<file path="src/design/dmmu_defines.svh">
/*
 * Width, TLB depth and privilege encoding macros for the data MMU
 */
`ifndef DMMU_DEFINES_SVH
`define DMMU_DEFINES_SVH

// Address and page geometry for Sv32
`define DMMU_VADDR_W        32
`define DMMU_PADDR_W        34
`define DMMU_PAGE_OFFSET_W  12
`define DMMU_VPN_W          10
`define DMMU_VTAG_W         20
`define DMMU_PPN_W          22
`define DMMU_PTE_W          32

// Data TLB depth
`define DMMU_TLB_ENTRIES    4

// Privilege levels
`define DMMU_PRIV_U         2'd0
`define DMMU_PRIV_S         2'd1
`define DMMU_PRIV_M         2'd3

`endif

</file>
<file path="src/design/dmmu_pkg.sv">
/*
 * Shared types for the data MMU: privilege enum, virtual address union,
 * Sv32 page-table entry and cached TLB entry
 */
`default_nettype none

`include "dmmu_defines.svh"

package dmmu_pkg;

  typedef enum logic [1:0] {
    e_priv_u = `DMMU_PRIV_U,
    e_priv_s = `DMMU_PRIV_S,
    e_priv_m = `DMMU_PRIV_M
  } priv_mode_e;

  // Tag view used for TLB lookup and fill
  typedef struct packed {
    logic [`DMMU_VTAG_W-1:0]        vtag;
    logic [`DMMU_PAGE_OFFSET_W-1:0] offset;
  } vaddr_tlb_s;

  // Two-level index view used by the walker
  typedef struct packed {
    logic [`DMMU_VPN_W-1:0]         vpn1;
    logic [`DMMU_VPN_W-1:0]         vpn0;
    logic [`DMMU_PAGE_OFFSET_W-1:0] offset;
  } vaddr_walk_s;

  typedef union packed {
    vaddr_tlb_s  tlb;
    vaddr_walk_s walk;
  } vaddr_u;

  typedef struct packed {
    logic [`DMMU_PPN_W-1:0] ppn;
    logic [1:0]             rsw;
    logic                   d;
    logic                   a;
    logic                   g;
    logic                   u;
    logic                   x;
    logic                   w;
    logic                   r;
    logic                   v;
  } pte_s;

  // Only the bits needed for the data-side permission check
  typedef struct packed {
    logic [`DMMU_PPN_W-1:0] ppn;
    logic                   u;
    logic                   w;
    logic                   d;
  } tlb_entry_s;

endpackage

`default_nettype wire

</file>
<file path="src/design/dmmu_top.sv">
/*
 * Data MMU top: controller, data TLB and page walker
 */
`timescale 1ns/10ps
`default_nettype none

`include "dmmu_defines.svh"

module dmmu_top (
  input  logic                     clk_i,
  input  logic                     reset_i,
  input  logic                     cmd_v_i,
  output logic                     cmd_ready_o,
  input  logic [`DMMU_VADDR_W-1:0] cmd_vaddr_i,
  input  logic                     cmd_store_i,
  output logic                     resp_v_o,
  input  logic                     resp_ready_i,
  output logic [`DMMU_PADDR_W-1:0] resp_paddr_o,
  output logic                     resp_load_fault_o,
  output logic                     resp_store_fault_o,
  output logic                     mem_req_v_o,
  input  logic                     mem_req_ready_i,
  output logic [`DMMU_PADDR_W-1:0] mem_req_addr_o,
  input  logic                     mem_resp_v_i,
  input  logic [`DMMU_PTE_W-1:0]   mem_resp_data_i,
  input  dmmu_pkg::priv_mode_e     priv_mode_i,
  input  logic                     sum_i,
  input  logic                     satp_en_i,
  input  logic [`DMMU_PPN_W-1:0]   satp_ppn_i,
  input  logic                     sfence_i
);
  import dmmu_pkg::*;

  logic                    tlb_lookup_v;
  logic [`DMMU_VTAG_W-1:0] tlb_lookup_vtag;
  logic                    tlb_hit;
  tlb_entry_s              tlb_entry;
  logic                    walk_start;
  vaddr_u                  walk_vaddr;
  logic                    walk_done;
  logic                    walk_fault;
  logic                    fill_v;
  logic [`DMMU_VTAG_W-1:0] fill_vtag;
  tlb_entry_s              fill_entry;

  mmu_ctrl i_ctrl (
    .clk_i              (clk_i),
    .reset_i            (reset_i),
    .cmd_v_i            (cmd_v_i),
    .cmd_vaddr_i        (cmd_vaddr_i),
    .cmd_store_i        (cmd_store_i),
    .resp_ready_i       (resp_ready_i),
    .priv_mode_i        (priv_mode_i),
    .sum_i              (sum_i),
    .satp_en_i          (satp_en_i),
    .tlb_hit_i          (tlb_hit),
    .tlb_entry_i        (tlb_entry),
    .walk_done_i        (walk_done),
    .walk_fault_i       (walk_fault),
    .cmd_ready_o        (cmd_ready_o),
    .resp_v_o           (resp_v_o),
    .resp_paddr_o       (resp_paddr_o),
    .resp_load_fault_o  (resp_load_fault_o),
    .resp_store_fault_o (resp_store_fault_o),
    .tlb_lookup_v_o     (tlb_lookup_v),
    .tlb_lookup_vtag_o  (tlb_lookup_vtag),
    .walk_start_o       (walk_start),
    .walk_vaddr_o       (walk_vaddr),
    .walk_store_o       ()
  );

  dtlb i_dtlb (
    .clk_i         (clk_i),
    .reset_i       (reset_i),
    .flush_i       (sfence_i),
    .lookup_v_i    (tlb_lookup_v),
    .lookup_vtag_i (tlb_lookup_vtag),
    .fill_v_i      (fill_v),
    .fill_vtag_i   (fill_vtag),
    .fill_entry_i  (fill_entry),
    .hit_o         (tlb_hit),
    .entry_o       (tlb_entry)
  );

  page_walker i_walker (
    .clk_i           (clk_i),
    .reset_i         (reset_i),
    .satp_ppn_i      (satp_ppn_i),
    .start_i         (walk_start),
    .vaddr_i         (walk_vaddr),
    .mem_req_ready_i (mem_req_ready_i),
    .mem_resp_v_i    (mem_resp_v_i),
    .mem_resp_data_i (mem_resp_data_i),
    .done_o          (walk_done),
    .fault_o         (walk_fault),
    .mem_req_v_o     (mem_req_v_o),
    .mem_req_addr_o  (mem_req_addr_o),
    .fill_v_o        (fill_v),
    .fill_vtag_o     (fill_vtag),
    .fill_entry_o    (fill_entry)
  );

endmodule

`default_nettype wire

</file>
<file path="src/design/dtlb.sv">
/*
 * Fully associative data TLB with registered lookup,
 * fill into first free slot or round-robin victim, and flush
 */
`timescale 1ns/10ps
`default_nettype none

`include "dmmu_defines.svh"

module dtlb (
  input  logic                    clk_i,
  input  logic                    reset_i,
  input  logic                    flush_i,
  input  logic                    lookup_v_i,
  input  logic [`DMMU_VTAG_W-1:0] lookup_vtag_i,
  input  logic                    fill_v_i,
  input  logic [`DMMU_VTAG_W-1:0] fill_vtag_i,
  input  dmmu_pkg::tlb_entry_s    fill_entry_i,
  output logic                    hit_o,
  output dmmu_pkg::tlb_entry_s    entry_o
);
  import dmmu_pkg::*;

  localparam int unsigned idx_w_lp = $clog2(`DMMU_TLB_ENTRIES);

  logic [`DMMU_VTAG_W-1:0]      tag_r [`DMMU_TLB_ENTRIES];
  tlb_entry_s                   entry_mem [`DMMU_TLB_ENTRIES];
  logic [`DMMU_TLB_ENTRIES-1:0] valid_r;
  logic [`DMMU_TLB_ENTRIES-1:0] match;
  logic [idx_w_lp-1:0]          match_idx;
  logic [idx_w_lp-1:0]          free_idx;
  logic [idx_w_lp-1:0]          fill_idx;
  logic [idx_w_lp-1:0]          rr_ptr_r;
  logic                         free_found;

  always_comb begin
    match_idx = '0;
    for (int i = 0; i < `DMMU_TLB_ENTRIES; i++) begin
      match[i] = valid_r[i] && (tag_r[i] == lookup_vtag_i);
      if (match[i]) begin
        match_idx = idx_w_lp'(i);
      end
    end
  end

  // Lowest invalid slot wins
  always_comb begin
    free_found = 1'b0;
    free_idx   = '0;
    for (int i = `DMMU_TLB_ENTRIES - 1; i >= 0; i--) begin
      if (!valid_r[i]) begin
        free_found = 1'b1;
        free_idx   = idx_w_lp'(i);
      end
    end
  end

  assign fill_idx = free_found ? free_idx : rr_ptr_r;

  always_ff @(posedge clk_i) begin
    if (reset_i) begin
      valid_r  <= '0;
      rr_ptr_r <= '0;
      hit_o    <= 1'b0;
    end else begin
      hit_o <= lookup_v_i && (|match);
      if (flush_i) begin
        valid_r <= '0;
      end else if (fill_v_i) begin
        valid_r[fill_idx] <= 1'b1;
        if (!free_found) begin
          rr_ptr_r <= (rr_ptr_r == idx_w_lp'(`DMMU_TLB_ENTRIES - 1)) ? '0 : rr_ptr_r + 1'b1;
        end
      end
    end
  end

  always_ff @(posedge clk_i) begin
    if (fill_v_i) begin
      tag_r[fill_idx]     <= fill_vtag_i;
      entry_mem[fill_idx] <= fill_entry_i;
    end
    if (lookup_v_i) begin
      entry_o <= entry_mem[match_idx];
    end
  end

  // Walker only fills on a miss, so a tag never lands twice
  a_match_onehot: assert property (@(posedge clk_i) disable iff (reset_i)
    lookup_v_i |-> $onehot0(match));

  a_no_fill_during_lookup: assert property (@(posedge clk_i) disable iff (reset_i)
    !(fill_v_i && lookup_v_i));

endmodule

`default_nettype wire

</file>
<file path="src/design/mmu_ctrl.sv">
/*
 * Command sequencer: TLB lookup, permission check, walk start,
 * replay after fill and the response register
 */
`timescale 1ns/10ps
`default_nettype none

`include "dmmu_defines.svh"

module mmu_ctrl (
  input  logic                     clk_i,
  input  logic                     reset_i,
  input  logic                     cmd_v_i,
  input  logic [`DMMU_VADDR_W-1:0] cmd_vaddr_i,
  input  logic                     cmd_store_i,
  input  logic                     resp_ready_i,
  input  dmmu_pkg::priv_mode_e     priv_mode_i,
  input  logic                     sum_i,
  input  logic                     satp_en_i,
  input  logic                     tlb_hit_i,
  input  dmmu_pkg::tlb_entry_s     tlb_entry_i,
  input  logic                     walk_done_i,
  input  logic                     walk_fault_i,
  output logic                     cmd_ready_o,
  output logic                     resp_v_o,
  output logic [`DMMU_PADDR_W-1:0] resp_paddr_o,
  output logic                     resp_load_fault_o,
  output logic                     resp_store_fault_o,
  output logic                     tlb_lookup_v_o,
  output logic [`DMMU_VTAG_W-1:0]  tlb_lookup_vtag_o,
  output logic                     walk_start_o,
  output dmmu_pkg::vaddr_u         walk_vaddr_o,
  output logic                     walk_store_o
);
  import dmmu_pkg::*;

  typedef enum logic [1:0] {
    s_idle,
    s_lookup,
    s_walk,
    s_respond
  } state_e;

  state_e                   state_r;
  logic                     chk_r;
  logic                     resp_v_r;
  vaddr_u                   vaddr_r;
  logic                     store_r;
  logic                     xlate_en;
  logic                     eval;
  logic                     priv_fault;
  logic                     write_fault;
  logic                     fault_n;
  logic                     resp_from_lookup;
  logic                     resp_from_walk;
  logic                     resp_load;
  logic [`DMMU_PADDR_W-1:0] paddr_n;

  assign xlate_en = satp_en_i && (priv_mode_i != e_priv_m);

  // First lookup cycle strobes the TLB, second one evaluates it
  assign eval = (state_r == s_lookup) && chk_r;

  assign priv_fault  = ((priv_mode_i == e_priv_s) && !sum_i && tlb_entry_i.u)
                    || ((priv_mode_i == e_priv_u) && !tlb_entry_i.u);
  assign write_fault = store_r && (!tlb_entry_i.w || !tlb_entry_i.d);

  assign resp_from_lookup = eval && (!xlate_en || tlb_hit_i);
  assign resp_from_walk   = (state_r == s_walk) && walk_done_i && walk_fault_i;
  assign resp_load        = resp_from_lookup || resp_from_walk;
  assign fault_n          = resp_from_walk || (xlate_en && (priv_fault || write_fault));

  always_comb begin
    if (fault_n) begin
      paddr_n = '0;
    end else if (xlate_en) begin
      paddr_n = {tlb_entry_i.ppn, vaddr_r.tlb.offset};
    end else begin
      paddr_n = {{(`DMMU_PADDR_W - `DMMU_VADDR_W){1'b0}}, vaddr_r};
    end
  end

  always_ff @(posedge clk_i) begin
    if (reset_i) begin
      state_r  <= s_idle;
      chk_r    <= 1'b0;
      resp_v_r <= 1'b0;
    end else begin
      case (state_r)
        s_idle: begin
          if (cmd_v_i) begin
            chk_r   <= 1'b0;
            state_r <= s_lookup;
          end
        end
        s_lookup: begin
          if (!chk_r) begin
            chk_r <= 1'b1;
          end else if (resp_from_lookup) begin
            resp_v_r <= 1'b1;
            state_r  <= s_respond;
          end else begin
            state_r <= s_walk;
          end
        end
        s_walk: begin
          if (resp_from_walk) begin
            resp_v_r <= 1'b1;
            state_r  <= s_respond;
          end else if (walk_done_i) begin
            // Replay now that the TLB holds the page
            chk_r   <= 1'b0;
            state_r <= s_lookup;
          end
        end
        default: begin
          if (resp_ready_i) begin
            resp_v_r <= 1'b0;
            state_r  <= s_idle;
          end
        end
      endcase
    end
  end

  always_ff @(posedge clk_i) begin
    if (cmd_v_i && cmd_ready_o) begin
      vaddr_r <= cmd_vaddr_i;
      store_r <= cmd_store_i;
    end
    if (resp_load) begin
      resp_paddr_o       <= paddr_n;
      resp_load_fault_o  <= fault_n && !store_r;
      resp_store_fault_o <= fault_n && store_r;
    end
  end

  assign cmd_ready_o       = (state_r == s_idle);
  assign resp_v_o          = resp_v_r;
  assign tlb_lookup_v_o    = (state_r == s_lookup) && !chk_r && xlate_en;
  assign tlb_lookup_vtag_o = vaddr_r.tlb.vtag;
  assign walk_start_o      = eval && xlate_en && !tlb_hit_i;
  assign walk_vaddr_o      = vaddr_r;
  assign walk_store_o      = store_r;

  a_no_resp_in_walk: assert property (@(posedge clk_i) disable iff (reset_i)
    (state_r == s_walk) |-> !resp_v_o);

endmodule

`default_nettype wire

</file>
<file path="src/design/page_walker.sv">
/*
 * Two-level Sv32 page table walker with memory read port,
 * PTE validity checks and TLB fill on success
 */
`timescale 1ns/10ps
`default_nettype none

`include "dmmu_defines.svh"

module page_walker (
  input  logic                     clk_i,
  input  logic                     reset_i,
  input  logic [`DMMU_PPN_W-1:0]   satp_ppn_i,
  input  logic                     start_i,
  input  dmmu_pkg::vaddr_u         vaddr_i,
  input  logic                     mem_req_ready_i,
  input  logic                     mem_resp_v_i,
  input  logic [`DMMU_PTE_W-1:0]   mem_resp_data_i,
  output logic                     done_o,
  output logic                     fault_o,
  output logic                     mem_req_v_o,
  output logic [`DMMU_PADDR_W-1:0] mem_req_addr_o,
  output logic                     fill_v_o,
  output logic [`DMMU_VTAG_W-1:0]  fill_vtag_o,
  output dmmu_pkg::tlb_entry_s     fill_entry_o
);
  import dmmu_pkg::*;

  typedef enum logic [1:0] {
    s_idle,
    s_req,
    s_wait,
    s_done
  } state_e;

  state_e                 state_r;
  vaddr_u                 vaddr_r;
  logic [`DMMU_PPN_W-1:0] ppn_r;
  logic                   level_r;
  logic                   fault_r;
  tlb_entry_s             entry_r;
  pte_s                   pte;
  logic                   pte_bad;
  logic                   pte_leaf;
  logic                   step_fault;
  logic                   step_next;
  logic [`DMMU_VPN_W-1:0] vpn;

  assign pte      = mem_resp_data_i;
  assign pte_bad  = !pte.v || (!pte.r && pte.w);
  assign pte_leaf = pte.r || pte.x;

  // Level 1 must point onward, level 0 must be a leaf
  assign step_fault = pte_bad || (level_r ? pte_leaf : !pte_leaf);
  assign step_next  = level_r && !step_fault;

  always_ff @(posedge clk_i) begin
    if (reset_i) begin
      state_r <= s_idle;
      level_r <= 1'b1;
      fault_r <= 1'b0;
    end else begin
      case (state_r)
        s_idle: begin
          if (start_i) begin
            level_r <= 1'b1;
            state_r <= s_req;
          end
        end
        s_req: begin
          if (mem_req_ready_i) begin
            state_r <= s_wait;
          end
        end
        s_wait: begin
          if (mem_resp_v_i) begin
            if (step_next) begin
              level_r <= 1'b0;
              state_r <= s_req;
            end else begin
              fault_r <= step_fault;
              state_r <= s_done;
            end
          end
        end
        default: begin
          state_r <= s_idle;
        end
      endcase
    end
  end

  always_ff @(posedge clk_i) begin
    if (start_i && (state_r == s_idle)) begin
      vaddr_r <= vaddr_i;
      ppn_r   <= satp_ppn_i;
    end else if ((state_r == s_wait) && mem_resp_v_i && step_next) begin
      ppn_r <= pte.ppn;
    end
    if ((state_r == s_wait) && mem_resp_v_i) begin
      entry_r.ppn <= pte.ppn;
      entry_r.u   <= pte.u;
      entry_r.w   <= pte.w;
      entry_r.d   <= pte.d;
    end
  end

  assign vpn            = level_r ? vaddr_r.walk.vpn1 : vaddr_r.walk.vpn0;
  assign mem_req_v_o    = (state_r == s_req);
  assign mem_req_addr_o = {ppn_r, vpn, 2'b00};

  assign done_o       = (state_r == s_done);
  assign fault_o      = done_o && fault_r;
  assign fill_v_o     = done_o && !fault_r;
  assign fill_vtag_o  = vaddr_r.tlb.vtag;
  assign fill_entry_o = entry_r;

  a_no_start_while_busy: assert property (@(posedge clk_i) disable iff (reset_i)
    start_i |-> (state_r == s_idle));

endmodule

`default_nettype wire

</file>
<file path="config.mk">
export PLATFORM = sky130hd
export DESIGN_NAME = dmmu_top
export DESIGN_NICKNAME = d
export VERILOG_FILES = /design/src/design/dmmu_pkg.sv /design/src/design/dmmu_top.sv /design/src/design/dtlb.sv /design/src/design/mmu_ctrl.sv /design/src/design/page_walker.sv
export VERILOG_INCLUDE_DIRS = /design/src /design/src/design
export SDC_FILE = /design/constraint.sdc
export NUM_CORES = 1
export LEC_CHECK = 0
export BUFFER_PORTS_ARGS = -buffer_cell sky130_fd_sc_hd__buf_2
export CAP_MARGIN = 20
export CORE_UTILIZATION = 60
export CTS_BUF_LIST = sky130_fd_sc_hd__clkbuf_4
export DETAILED_ROUTE_END_ITERATION = 8
export PLACE_DENSITY = 0.79
export SYNTH_ARGS = -nofsm -noshare
export SYNTH_HDL_FRONTEND = slang
export SYNTH_SLANG_ARGS = --single-unit
</file>
<file path="constraint.sdc">
create_clock -name clk_i -period 7.4 [get_ports clk_i]
set_input_delay 0.74 -clock clk_i [delete_from_list [all_inputs] [get_ports clk_i]]
set_output_delay 0.74 -clock clk_i [all_outputs]
set_load 0.1 [all_outputs]
</file>
### Word level (Yosys, flattened, before mapping)

Memory sizes are Yosys's and may differ from the RTL's. A register that Yosys moved wholly into a read port is not among the register bits.
Index checks and enable logic that the tools add are counted.

* add/sub/neg operators: 1
* multiplexer cells: 47
* reduce and logical (&&, ||, !) cells: 70
* order comparisons: 2
* equality and inequality tests: 23
* bitwise logic cells: 6

Operator list (number)
* equality test 20 bit: 4
* two-way mux 22 bit: 2
* two-way mux 2 bit: 17
* two-way mux 32 bit: 1
* logical AND 1 bit: 30
* two-way mux 1 bit: 20
* inequality test 2 x 1 -> 1 bit, second input constant: 7
* zero test 1 bit: 13
* one-hot mux 2 bit (3 select lines): 2
* AND reduction 4 bit: 3
* two-way mux 10 bit: 1
* logical OR 1 bit: 9
* AND reduction 3 bit: 3
* equality test 2 bit, second input constant: 4
* inequality test 2 bit, second input constant: 4
* equality test 2 x 1 -> 1 bit, second input constant: 3
* zero test 2 bit: 3
* one-hot mux 1 bit (3 select lines): 2
* nonzero test 3 bit: 2
* inverter 1 bit: 5
* AND reduction 5 bit: 1
* OR 4 bit: 1
* nonzero test 2 bit: 2
* nonzero test 4 bit: 1
* 8 further kinds: 9

* bits in registers: 163
* memories: 2
* bits in writable memories: 180

Memory list
* i_dtlb.entry_mem: depth 4, bits a word 25, rd ports 1, clocked after memory_dff 1, write ports 1, line dtlb.sv:27 `` tlb_entry_s entry_mem [`DMMU_TLB_ENTRIES]; ``
* i_dtlb.tag_r: depth 4, bits a word 20, rd ports 4, clocked after memory_dff 0, write ports 1, line dtlb.sv:26 `` logic [`DMMU_VTAG_W-1:0] tag_r [`DMMU_TLB_ENTRIES]; ``

### Longest topological paths before layout

Gate-level depths: netlist of the first run.

* depth after elaboration: 10
* gate-level depth with buffers: 10
* gate-level depth less buffers: 7

### By module

Synthesis of the first run repeated with hierarchy kept, for this count alone.

* cell total of the unflattened synthesis: 856
* area total of the unflattened synthesis: 14169.8 um^2

Modules (own cells, without submodules)
* dtlb: instances 1, cells an instance 499, area each 8336.7 um^2, seq. area each 6296.0 um^2
* mmu_ctrl: instances 1, cells an instance 225, area each 3158.0 um^2, seq. area each 2152.1 um^2
* page_walker: instances 1, cells an instance 132, area each 2675.1 um^2, seq. area each 2092.0 um^2

### Least setup slack after synthesis of the first run

OpenSTA, ideal clock, no wires.

* kind: register to register
* start point: reg i_walker.state_r[1]
* end point: mem i_dtlb.entry_mem[2][0] in the netlist's numbering, enable pin
* required time: 6.951 ns
* library setup time: 0.449 ns
* data arrival time: 2.736 ns
* clock period less this slack: 3.185 ns
* path slack: 4.215 ns
* stages on the path, launching flop included: 4
* cells stage by stage: dfxtp_1 -> nand2_1 -> or3_1 -> nor2_1

* cells in the longest elaborated chain, start to end: 4

RTL lines
* from (decl): line page_walker.sv:36 `state_e state_r;`
* from (signal assigned): line page_walker.sv:59 `state_r <= s_idle;`
* from (signal assigned): line page_walker.sv:67 `state_r <= s_req;`
* from (signal assigned): line page_walker.sv:72 `state_r <= s_wait;`
* equality test 2 bit: line page_walker.sv:112 `assign done_o = (state_r == s_done);`
* logical AND 1 bit: line page_walker.sv:114 `assign fill_v_o = done_o && !fault_r;`
* two-way mux 1 bit: line dtlb.sv:79 `if (fill_v_i) begin`
* two-way mux 1 bit (implied by the code): line dtlb.sv:81 `entry_mem[fill_idx] <= fill_entry_i;`
* to (decl): line dtlb.sv:27

No other way between the ends.

### Final worst setup path of the first run

* start point: reg i_ctrl.vaddr_r, in the netlist i_ctrl.walk_vaddr_o[18]
* end point: reg, netlist name i_dtlb.entry_o[24]

* cells in the longest elaborated chain, start to end: 5

RTL lines
* from (decl): line mmu_ctrl.sv:47 `vaddr_u vaddr_r;`
* from (signal assigned): line mmu_ctrl.sv:128 `vaddr_r <= cmd_vaddr_i;`
* equality test 20 bit: line dtlb.sv:39 `match[i] = valid_r[i] && (tag_r[i] == lookup_vtag_i);`
* logical AND 1 bit: line dtlb.sv:39
* two-way mux 1 bit: line dtlb.sv:40 `if (match[i]) begin`
* two-way mux 2 bit: line dtlb.sv:40
* two-way mux 2 bit (*): line dtlb.sv:40

Every way passes the cells marked *; elsewhere a longest branch is shown, timed or not.
A chain may end at the register's enable or synchronous reset.

==> results.sh, run 1 <==
export IMPL_clock_latency_ns=0.71
export IMPL_finalCriticalPeriod_ns=3.18
export IMPL_tightest_slew_ns=1.07
export IMPL_io_buffer_count=164
export IMPL_cts_setup_buffers=0
export IMPL_grt_max_degree=47
export IMPL_wl_um=29900
export IMPL_worstSetupEndpointType="flop"
export IMPL_synth_edf_count=341
export IMPL_top_usage_layer="met2"
export IMPL_drv_cap=0
export IMPL_peakVddDrop_mv=0.216
export IMPL_tns_ns=0
export IMPL_p_leak_nw=5.73
export IMPL_syn_inst=905
export IMPL_hold_viol_final=0
export IMPL_rsz0062_at_grt="false"
export IMPL_dp_hpwl_um=17900
export IMPL_finalNetCount=1220
export IMPL_place_area_sq_um=14900
export IMPL_required_ns=7.84
export IMPL_max_freq_mhz=314
export IMPL_cts_tree="done"
export IMPL_final_common_cell="edfxtp_1"
export IMPL_clkTransAtPathRegs_ns=0.07
export IMPL_met2_usage_pct=42.4
export IMPL_syn_cell_area_sq_um=13900
export IMPL_grt_total_usage_pct=26.0
export IMPL_route_detailed_drc=0
export IMPL_hold_buffers=0
export IMPL_cts_htree_levels=3
export IMPL_syn_avg_cell_area_sq_um=15.4
export IMPL_cts_resized=0
export IMPL_startpoint_type="flop"
export IMPL_relSlewSlack_pct=28.5
export IMPL_final_util_pct=70.6
export IMPL_die_width_um=154
export IMPL_drv_slew=0
export IMPL_grtUsageMet1_pct=34.5
export IMPL_die_area_sq_um=23800
export IMPL_power_density_nw_per_um2=275
export IMPL_clock_sinks=356
export IMPL_synth_cell_type_count=45
export IMPL_status="completed"
export IMPL_use_met3_pct=5.49
export IMPL_finalSetupViolCount=0
export IMPL_synth_seq_area_share_pct=75.7
export IMPL_gp_congestion=0.864
export IMPL_path_max_fanout=26
export IMPL_hold_class="in2reg"
export IMPL_rows=55
export IMPL_dp_cells=1310
export IMPL_drive_above_1_share_pct=28.8
export IMPL_overflow=0
export IMPL_finalNonFillerCells=1468
export IMPL_fin_area_sq_um=16000
export IMPL_core_sq_um=22700
export IMPL_async_flop_share_pct=0
export IMPL_n_fill_cell=1477
export IMPL_period_share_pct=43.0
export IMPL_final_antenna_net_count=0
export IMPL_initial_core_util_pct=61.3
export IMPL_finClkSkew_ns=0.0305
export IMPL_grt_pass1_vias=8504
export IMPL_area_growth_synth_to_final_pct=15.1
export IMPL_critical_path_class="reg2reg"
export IMPL_critical_path_arrival_ns=3.62
export IMPL_final_cell_mix="edfxtp_1, buf_2, clkbuf_4, nand2_1, nand3_1"
export IMPL_antenna_found_initial=1
export IMPL_cts_root_buf="clkbuf_4"
export IMPL_grt_pass1_wl_um=46100
export IMPL_ys_flop_type="edfxtp_1"
export IMPL_io_pins=171
export IMPL_via_per_inst=5.76
export IMPL_cts_inserted_buffers=89
export IMPL_first_pass_iters=5
export IMPL_ys_seq_elements=356
export IMPL_ys_warn_count=0
export IMPL_dr_total_vias=8452
export IMPL_chipHeight_um=154
export IMPL_drtIter0Drc=766
export IMPL_clk_path_buf_depth=3
export IMPL_wl_per_cell_um=20.4
[metrics by stage]
| step | worst slack (ns) | hold WS (ns) | power [mW] |
|---|---|---|---|
| finish | 4.22 | 0.199 | 4.40 |
| global route | 4.04 | 0.172 | 4.58 |
| floorplan | 4.22 | 0.421 | 2.75 |
| detailed placement | 4.09 | 0.483 | 2.86 |
| CTS | 4.21 | 0.167 | 4.43 |
| global placement | 4.23 | 0.470 | 2.85 |
[power by group]
group	switching (mW)	internal, mW	total (mW)	leakage, nW
Combinational	0.284	0.138	0.422	1.86
Clock	0.740	0.837	1.58	0.665
Sequential	0.0966	2.31	2.40	3.21
[metal layers]
layer  vias up  part of all wire [%]
met5         -                     0
met4         0                   1.9
met3        38                   8.3
met2       429                    49
met1      4140                    40
li1       3845                     -
[synth_stat cells (all sizes together), types with 2 or more instances]
library cell | n | area share (%)
edfxtp | 341 | 74
nand2 | 126 | 3.4
nand3 | 55 | 2.0
xnor2 | 49 | 3.1
buf | 34 | 1.8
xor2 | 31 | 1.9
o211ai | 27 | 1.5
or3 | 26 | 1.2
a21oi | 25 | 0.90
a22o | 25 | 1.6
clkbuf | 24 | 0.65
nor2 | 20 | 0.54
and3 | 16 | 0.72
dfxtp | 15 | 2.2
nand4 | 14 | 0.63
nor4 | 11 | 0.71
mux2 | 10 | 0.81
inv | 8 | 0.22
and2 | 6 | 0.29
o21ai | 6 | 0.22
ha | 5 | 0.45
mux2i | 5 | 0.36
o21a | 5 | 0.27
nor2b | 3 | 0.13
nor3 | 3 | 0.11
a211oi | 2 | 0.20
dlygate4sd1 | 2 | 0.13
[registers in the layout (all words and copies together), names as in the netlist]
signal                     count
i_ctrl.resp_v_o                1
i_dtlb.entry_mem             100
i_walker.ppn_r                22
i_walker.state_r               2
i_ctrl.walk_vaddr_o           32
i_dtlb.entry_o                25
i_walker.level_r               1
i_ctrl.resp_paddr_o           34
i_walker.vaddr_r              20
i_ctrl.walk_store_o            1
i_dtlb.hit_o                   1
i_ctrl.chk_r                   1
i_ctrl.resp_load_fault_o       1
i_ctrl.resp_store_fault_o      1
i_dtlb.rr_ptr_r                2
i_ctrl.state_r                 2
i_walker.fault_r               1
i_walker.fill_entry_o         25
i_dtlb.tag_r                  80
i_dtlb.valid_r                 4
[worst max-delay path: stages, from the launching register on]
cell      delay [ns]
edfxtp_1        0.57
xor2_1          0.23
nor4_1          0.34
and3_1          0.25
buf_4           0.35
and2_4          0.46
a211oi_4        0.13
buf_4           0.27
a22o_1          0.30
[layout make-up]
class / count / area [sq um] / area share, %
well taps: 285 / 357 / 2.22
diodes: 1 / 2.50 / 0.0156
clock inverters: 19 / 72.6 / 0.453
multi-input cells: 482 / 3040 / 19.0
clock buffers: 137 / 1030 / 6.41
repair buffers: 180 / 961 / 5.99
inverters: 8 / 30.0 / 0.187
flip-flops and latches: 356 / 10500 / 65.7
[worst paths after layout]
check,slack (ns),endpoint,depth (start not counted),start
worst max-delay path,4.22,i_dtlb.entry_o[24]$_DFFE_PP_,8,i_ctrl.walk_vaddr_o[18]$_DFFE_PP_
worst min-delay path,0.20,i_ctrl.walk_vaddr_o[8]$_DFFE_PP_,1,cmd_vaddr_i[8]
worst max register to register,4.22,i_dtlb.entry_o[24]$_DFFE_PP_,8,i_ctrl.walk_vaddr_o[18]$_DFFE_PP_
worst min register to register,0.49,i_dtlb.entry_mem[2][10]$_DFFE_PP_,0,i_walker.fill_entry_o[10]$_DFFE_PP_
[logic make-up after synthesis]
group                    share of synthesized area (%)
AND/OR/NAND/NOR                                   9.87
other                                           0.0269
adder cells (fa/ha/maj)                          0.449
flip-flops                                        75.7
multiplexers                                      1.17
AO/OA/AOI/OAI                                     5.01
XOR/XNOR                                          5.03
buffers and inverters                             2.78
Power figures use the tool's default switching activity.
==> run 2: changes to the inputs <==
--- a/config.mk
+++ b/config.mk
@@ -8,10 +8,10 @@
 export LEC_CHECK = 0
 export BUFFER_PORTS_ARGS = -buffer_cell sky130_fd_sc_hd__buf_2
 export CAP_MARGIN = 20
-export CORE_UTILIZATION = 60
+export CORE_UTILIZATION = 54
 export CTS_BUF_LIST = sky130_fd_sc_hd__clkbuf_4
 export DETAILED_ROUTE_END_ITERATION = 8
-export PLACE_DENSITY = 0.79
+export PLACE_DENSITY = 0.75
 export SYNTH_ARGS = -nofsm -noshare
 export SYNTH_HDL_FRONTEND = slang
 export SYNTH_SLANG_ARGS = --single-unit
==> constraint.sdc (replaced) <==
create_clock -name clk_i -period 2.8 [get_ports clk_i]
set_input_delay 0.28 -clock clk_i [delete_from_list [all_inputs] [get_ports clk_i]]
set_output_delay 0.28 -clock clk_i [all_outputs]
set_load 0.1 [all_outputs]
==> run 2 against run 1 <==
  * Critical path depth shrank 1
  * Sequential share of layout area fell by 4.6 points
  * Non-clock buffer count is 114 higher
  * Clock power increased to 2.7 times the previous value
  * Core utilization shrank 2.3 points
  * Cell count increased by 11%
  * Largest power group unchanged
  * Highest routed layer unchanged
==> results.sh, run 2 (synthesized netlist as in run 1, its figures left out) <==
export IMPL_final_cell_mix="edfxtp_1, buf_2, clkbuf_4, nand2_1, dlygate4sd3_1"
export IMPL_hold_class="in2reg"
export IMPL_final_util_pct=68.3
export IMPL_grt_max_degree=47
export IMPL_critical_path_class="reg2reg"
export IMPL_clk_path_buf_depth=3
export IMPL_overflow=0
export IMPL_final_common_cell="edfxtp_1"
export IMPL_p_leak_nw=6.26
export IMPL_cts_inserted_buffers=88
export IMPL_grt_total_usage_pct=26.2
export IMPL_io_buffer_count=164
export IMPL_path_max_fanout=25
export IMPL_startpoint_type="flop"
export IMPL_first_pass_iters=6
export IMPL_cts_root_buf="clkbuf_4"
export IMPL_max_freq_mhz=387
export IMPL_clock_sinks=356
export IMPL_clock_latency_ns=0.71
export IMPL_chipHeight_um=163
export IMPL_grt_pass1_vias=8995
export IMPL_status="completed"
export IMPL_die_area_sq_um=26400
export IMPL_cp_num_cells=7
export IMPL_regMostFlops="i_dtlb.entry_mem"
export IMPL_rsz0062_at_grt="false"
export IMPL_die_width_um=163
export IMPL_cts_htree_levels=3
export IMPL_core_sq_um=25300
export IMPL_place_area_sq_um=15300
export IMPL_rows=58
export IMPL_drv_cap=0
export IMPL_finClkSkew_ns=0.0421
export IMPL_cpMaxStageDelayCell="edfxtp_1"
export IMPL_worstReg2RegEnd="i_dtlb.entry_o[24]$_DFFE_PP_"
export IMPL_antenna_found_initial=1
export IMPL_via_per_inst=5.52
export IMPL_worstSetupEndpointType="flop"
export IMPL_finalNetCount=1333
export IMPL_hold_worst_slack_ns=0.0661
export IMPL_cts_tree="done"
export IMPL_wl_per_cell_um=20.8
export IMPL_largest_registers="i_dtlb.entry_mem: 100 flops, i_dtlb.tag_r: 80 flops, i_ctrl.resp_paddr_o: 34 flops"
export IMPL_gp_congestion=0.842
export IMPL_worst_path_largest_cell_delay_ns=0.54
export IMPL_finalCriticalPeriod_ns=2.59
export IMPL_drtIter0Drc=852
export IMPL_dp_hpwl_um=20000
export IMPL_period_share_pct=92.3
export IMPL_hold_viol_final=0
export IMPL_tightest_slew_ns=0.625
export IMPL_total_power_mw=11.9
export IMPL_cp_cell_sequence="xnor2_1, nand4_1, nor4_4, and2_4, buf_12, o211ai_1, a22o_1"
export IMPL_peakVddDrop_mv=0.495
export IMPL_clkTransAtPathRegs_ns=0.06
export IMPL_path_buf_inv=1
export IMPL_final_antenna_net_count=0
export IMPL_wl_um=33900
export IMPL_critPathTopFamily="simple AND/OR/NAND/NOR gates"
export IMPL_worstReg2RegStart="i_ctrl.walk_vaddr_o[26]$_DFFE_PP_"
export IMPL_fin_area_sq_um=17200
export IMPL_power_density_nw_per_um2=688
export IMPL_critical_path_arrival_ns=3.01
export IMPL_required_ns=3.22
export IMPL_relSlewSlack_pct=58.2
export IMPL_io_pins=171
export IMPL_reg2reg_setup_slack_ns=0.21
export IMPL_area_growth_synth_to_final_pct=23.8
export IMPL_dp_cells=1382
export IMPL_finalSetupViolCount=0
export IMPL_worstRegToRegCells=7
export IMPL_finalNonFillerCells=1625
export IMPL_drv_slew=0
export IMPL_largest_reg_flops=100
export IMPL_crit_start="i_ctrl.walk_vaddr_o[26]$_DFFE_PP_"
export IMPL_dr_total_vias=8962
export IMPL_grt_pass1_wl_um=50800
export IMPL_initial_core_util_pct=55.2
export IMPL_route_detailed_drc=0
export IMPL_drive_above_1_share_pct=28.8
export IMPL_crit_end="i_dtlb.entry_o[24]$_DFFE_PP_"
-- run 2: final cells by class --
cell class | count | area, sq um
flip-flops and latches | 356 | 10500
fillers | 1721 | 8010
multi-input cells | 482 | 3040
repair buffers | 294 | 2120
clock buffers | 136 | 1020
well taps | 330 | 413
clock inverters | 18 | 78.8
inverters | 8 | 30.0
diodes | 1 | 2.50
-- run 2: timing repair --
action / CTS / global route
hold endpoints to repair: 95 / 0
hold buffers: 88 / 0
gates resized for setup: 0 / 0
setup buffers: 0 / 0
-- run 2: routing by layer --
metal	up-vias	share of wire, %	global-route usage (%)
li1	4069	-	-
met4	0	2.2	10.5
met3	62	8.9	5.53
met2	495	49	42.9
met1	4336	40	34.4
met5	-	0	0
-- run 2: worst min path at each step --
| stage | start | end | slack, ns | cells after the start |
|---|---|---|---|---|
| after floorplan | reset_i | i_dtlb.hit_o$_SDFF_PP0_ | 0.35 | 1 |
| after global placement | cmd_vaddr_i[26] | i_ctrl.walk_vaddr_o[26]$_DFFE_PP_ | 0.46 | 1 |
| after detailed placement | cmd_vaddr_i[4] | i_ctrl.walk_vaddr_o[4]$_DFFE_PP_ | 0.46 | 1 |
| after CTS | mem_resp_data_i[3] | i_walker.level_r$_SDFFE_PP1P_ | 0.006 | 4 |
| after global routing | mem_resp_data_i[3] | i_walker.level_r$_SDFFE_PP1P_ | 0.02 | 4 |
| final | mem_resp_data_i[3] | i_walker.level_r$_SDFFE_PP1P_ | 0.07 | 4 |
-- run 2: per-stage QoR --
stage | setup TNS, ns | worst slack (ns)
after floorplan | -35.01 | -0.385
after global placement | 0 | 0.341
after detailed placement | 0 | 0.303
after CTS | 0 | 0.245
after global routing | 0 | 0.165
final | 0 | 0.215
-- run 2: worst register-to-register path: stages (launching register included) --
cell and delay (ns):
edfxtp_1 0.54, xnor2_1 0.35, nand4_1 0.24, nor4_4 0.38
and2_4 0.23, buf_12 0.19, o211ai_1 0.14, a22o_1 0.24
-- run 2: report_power, final --
part	switching, mW	internal [mW]	total (mW)
sequential	0.200	6.09	6.29
clock	2.02	2.20	4.22
combinational	0.864	0.483	1.35
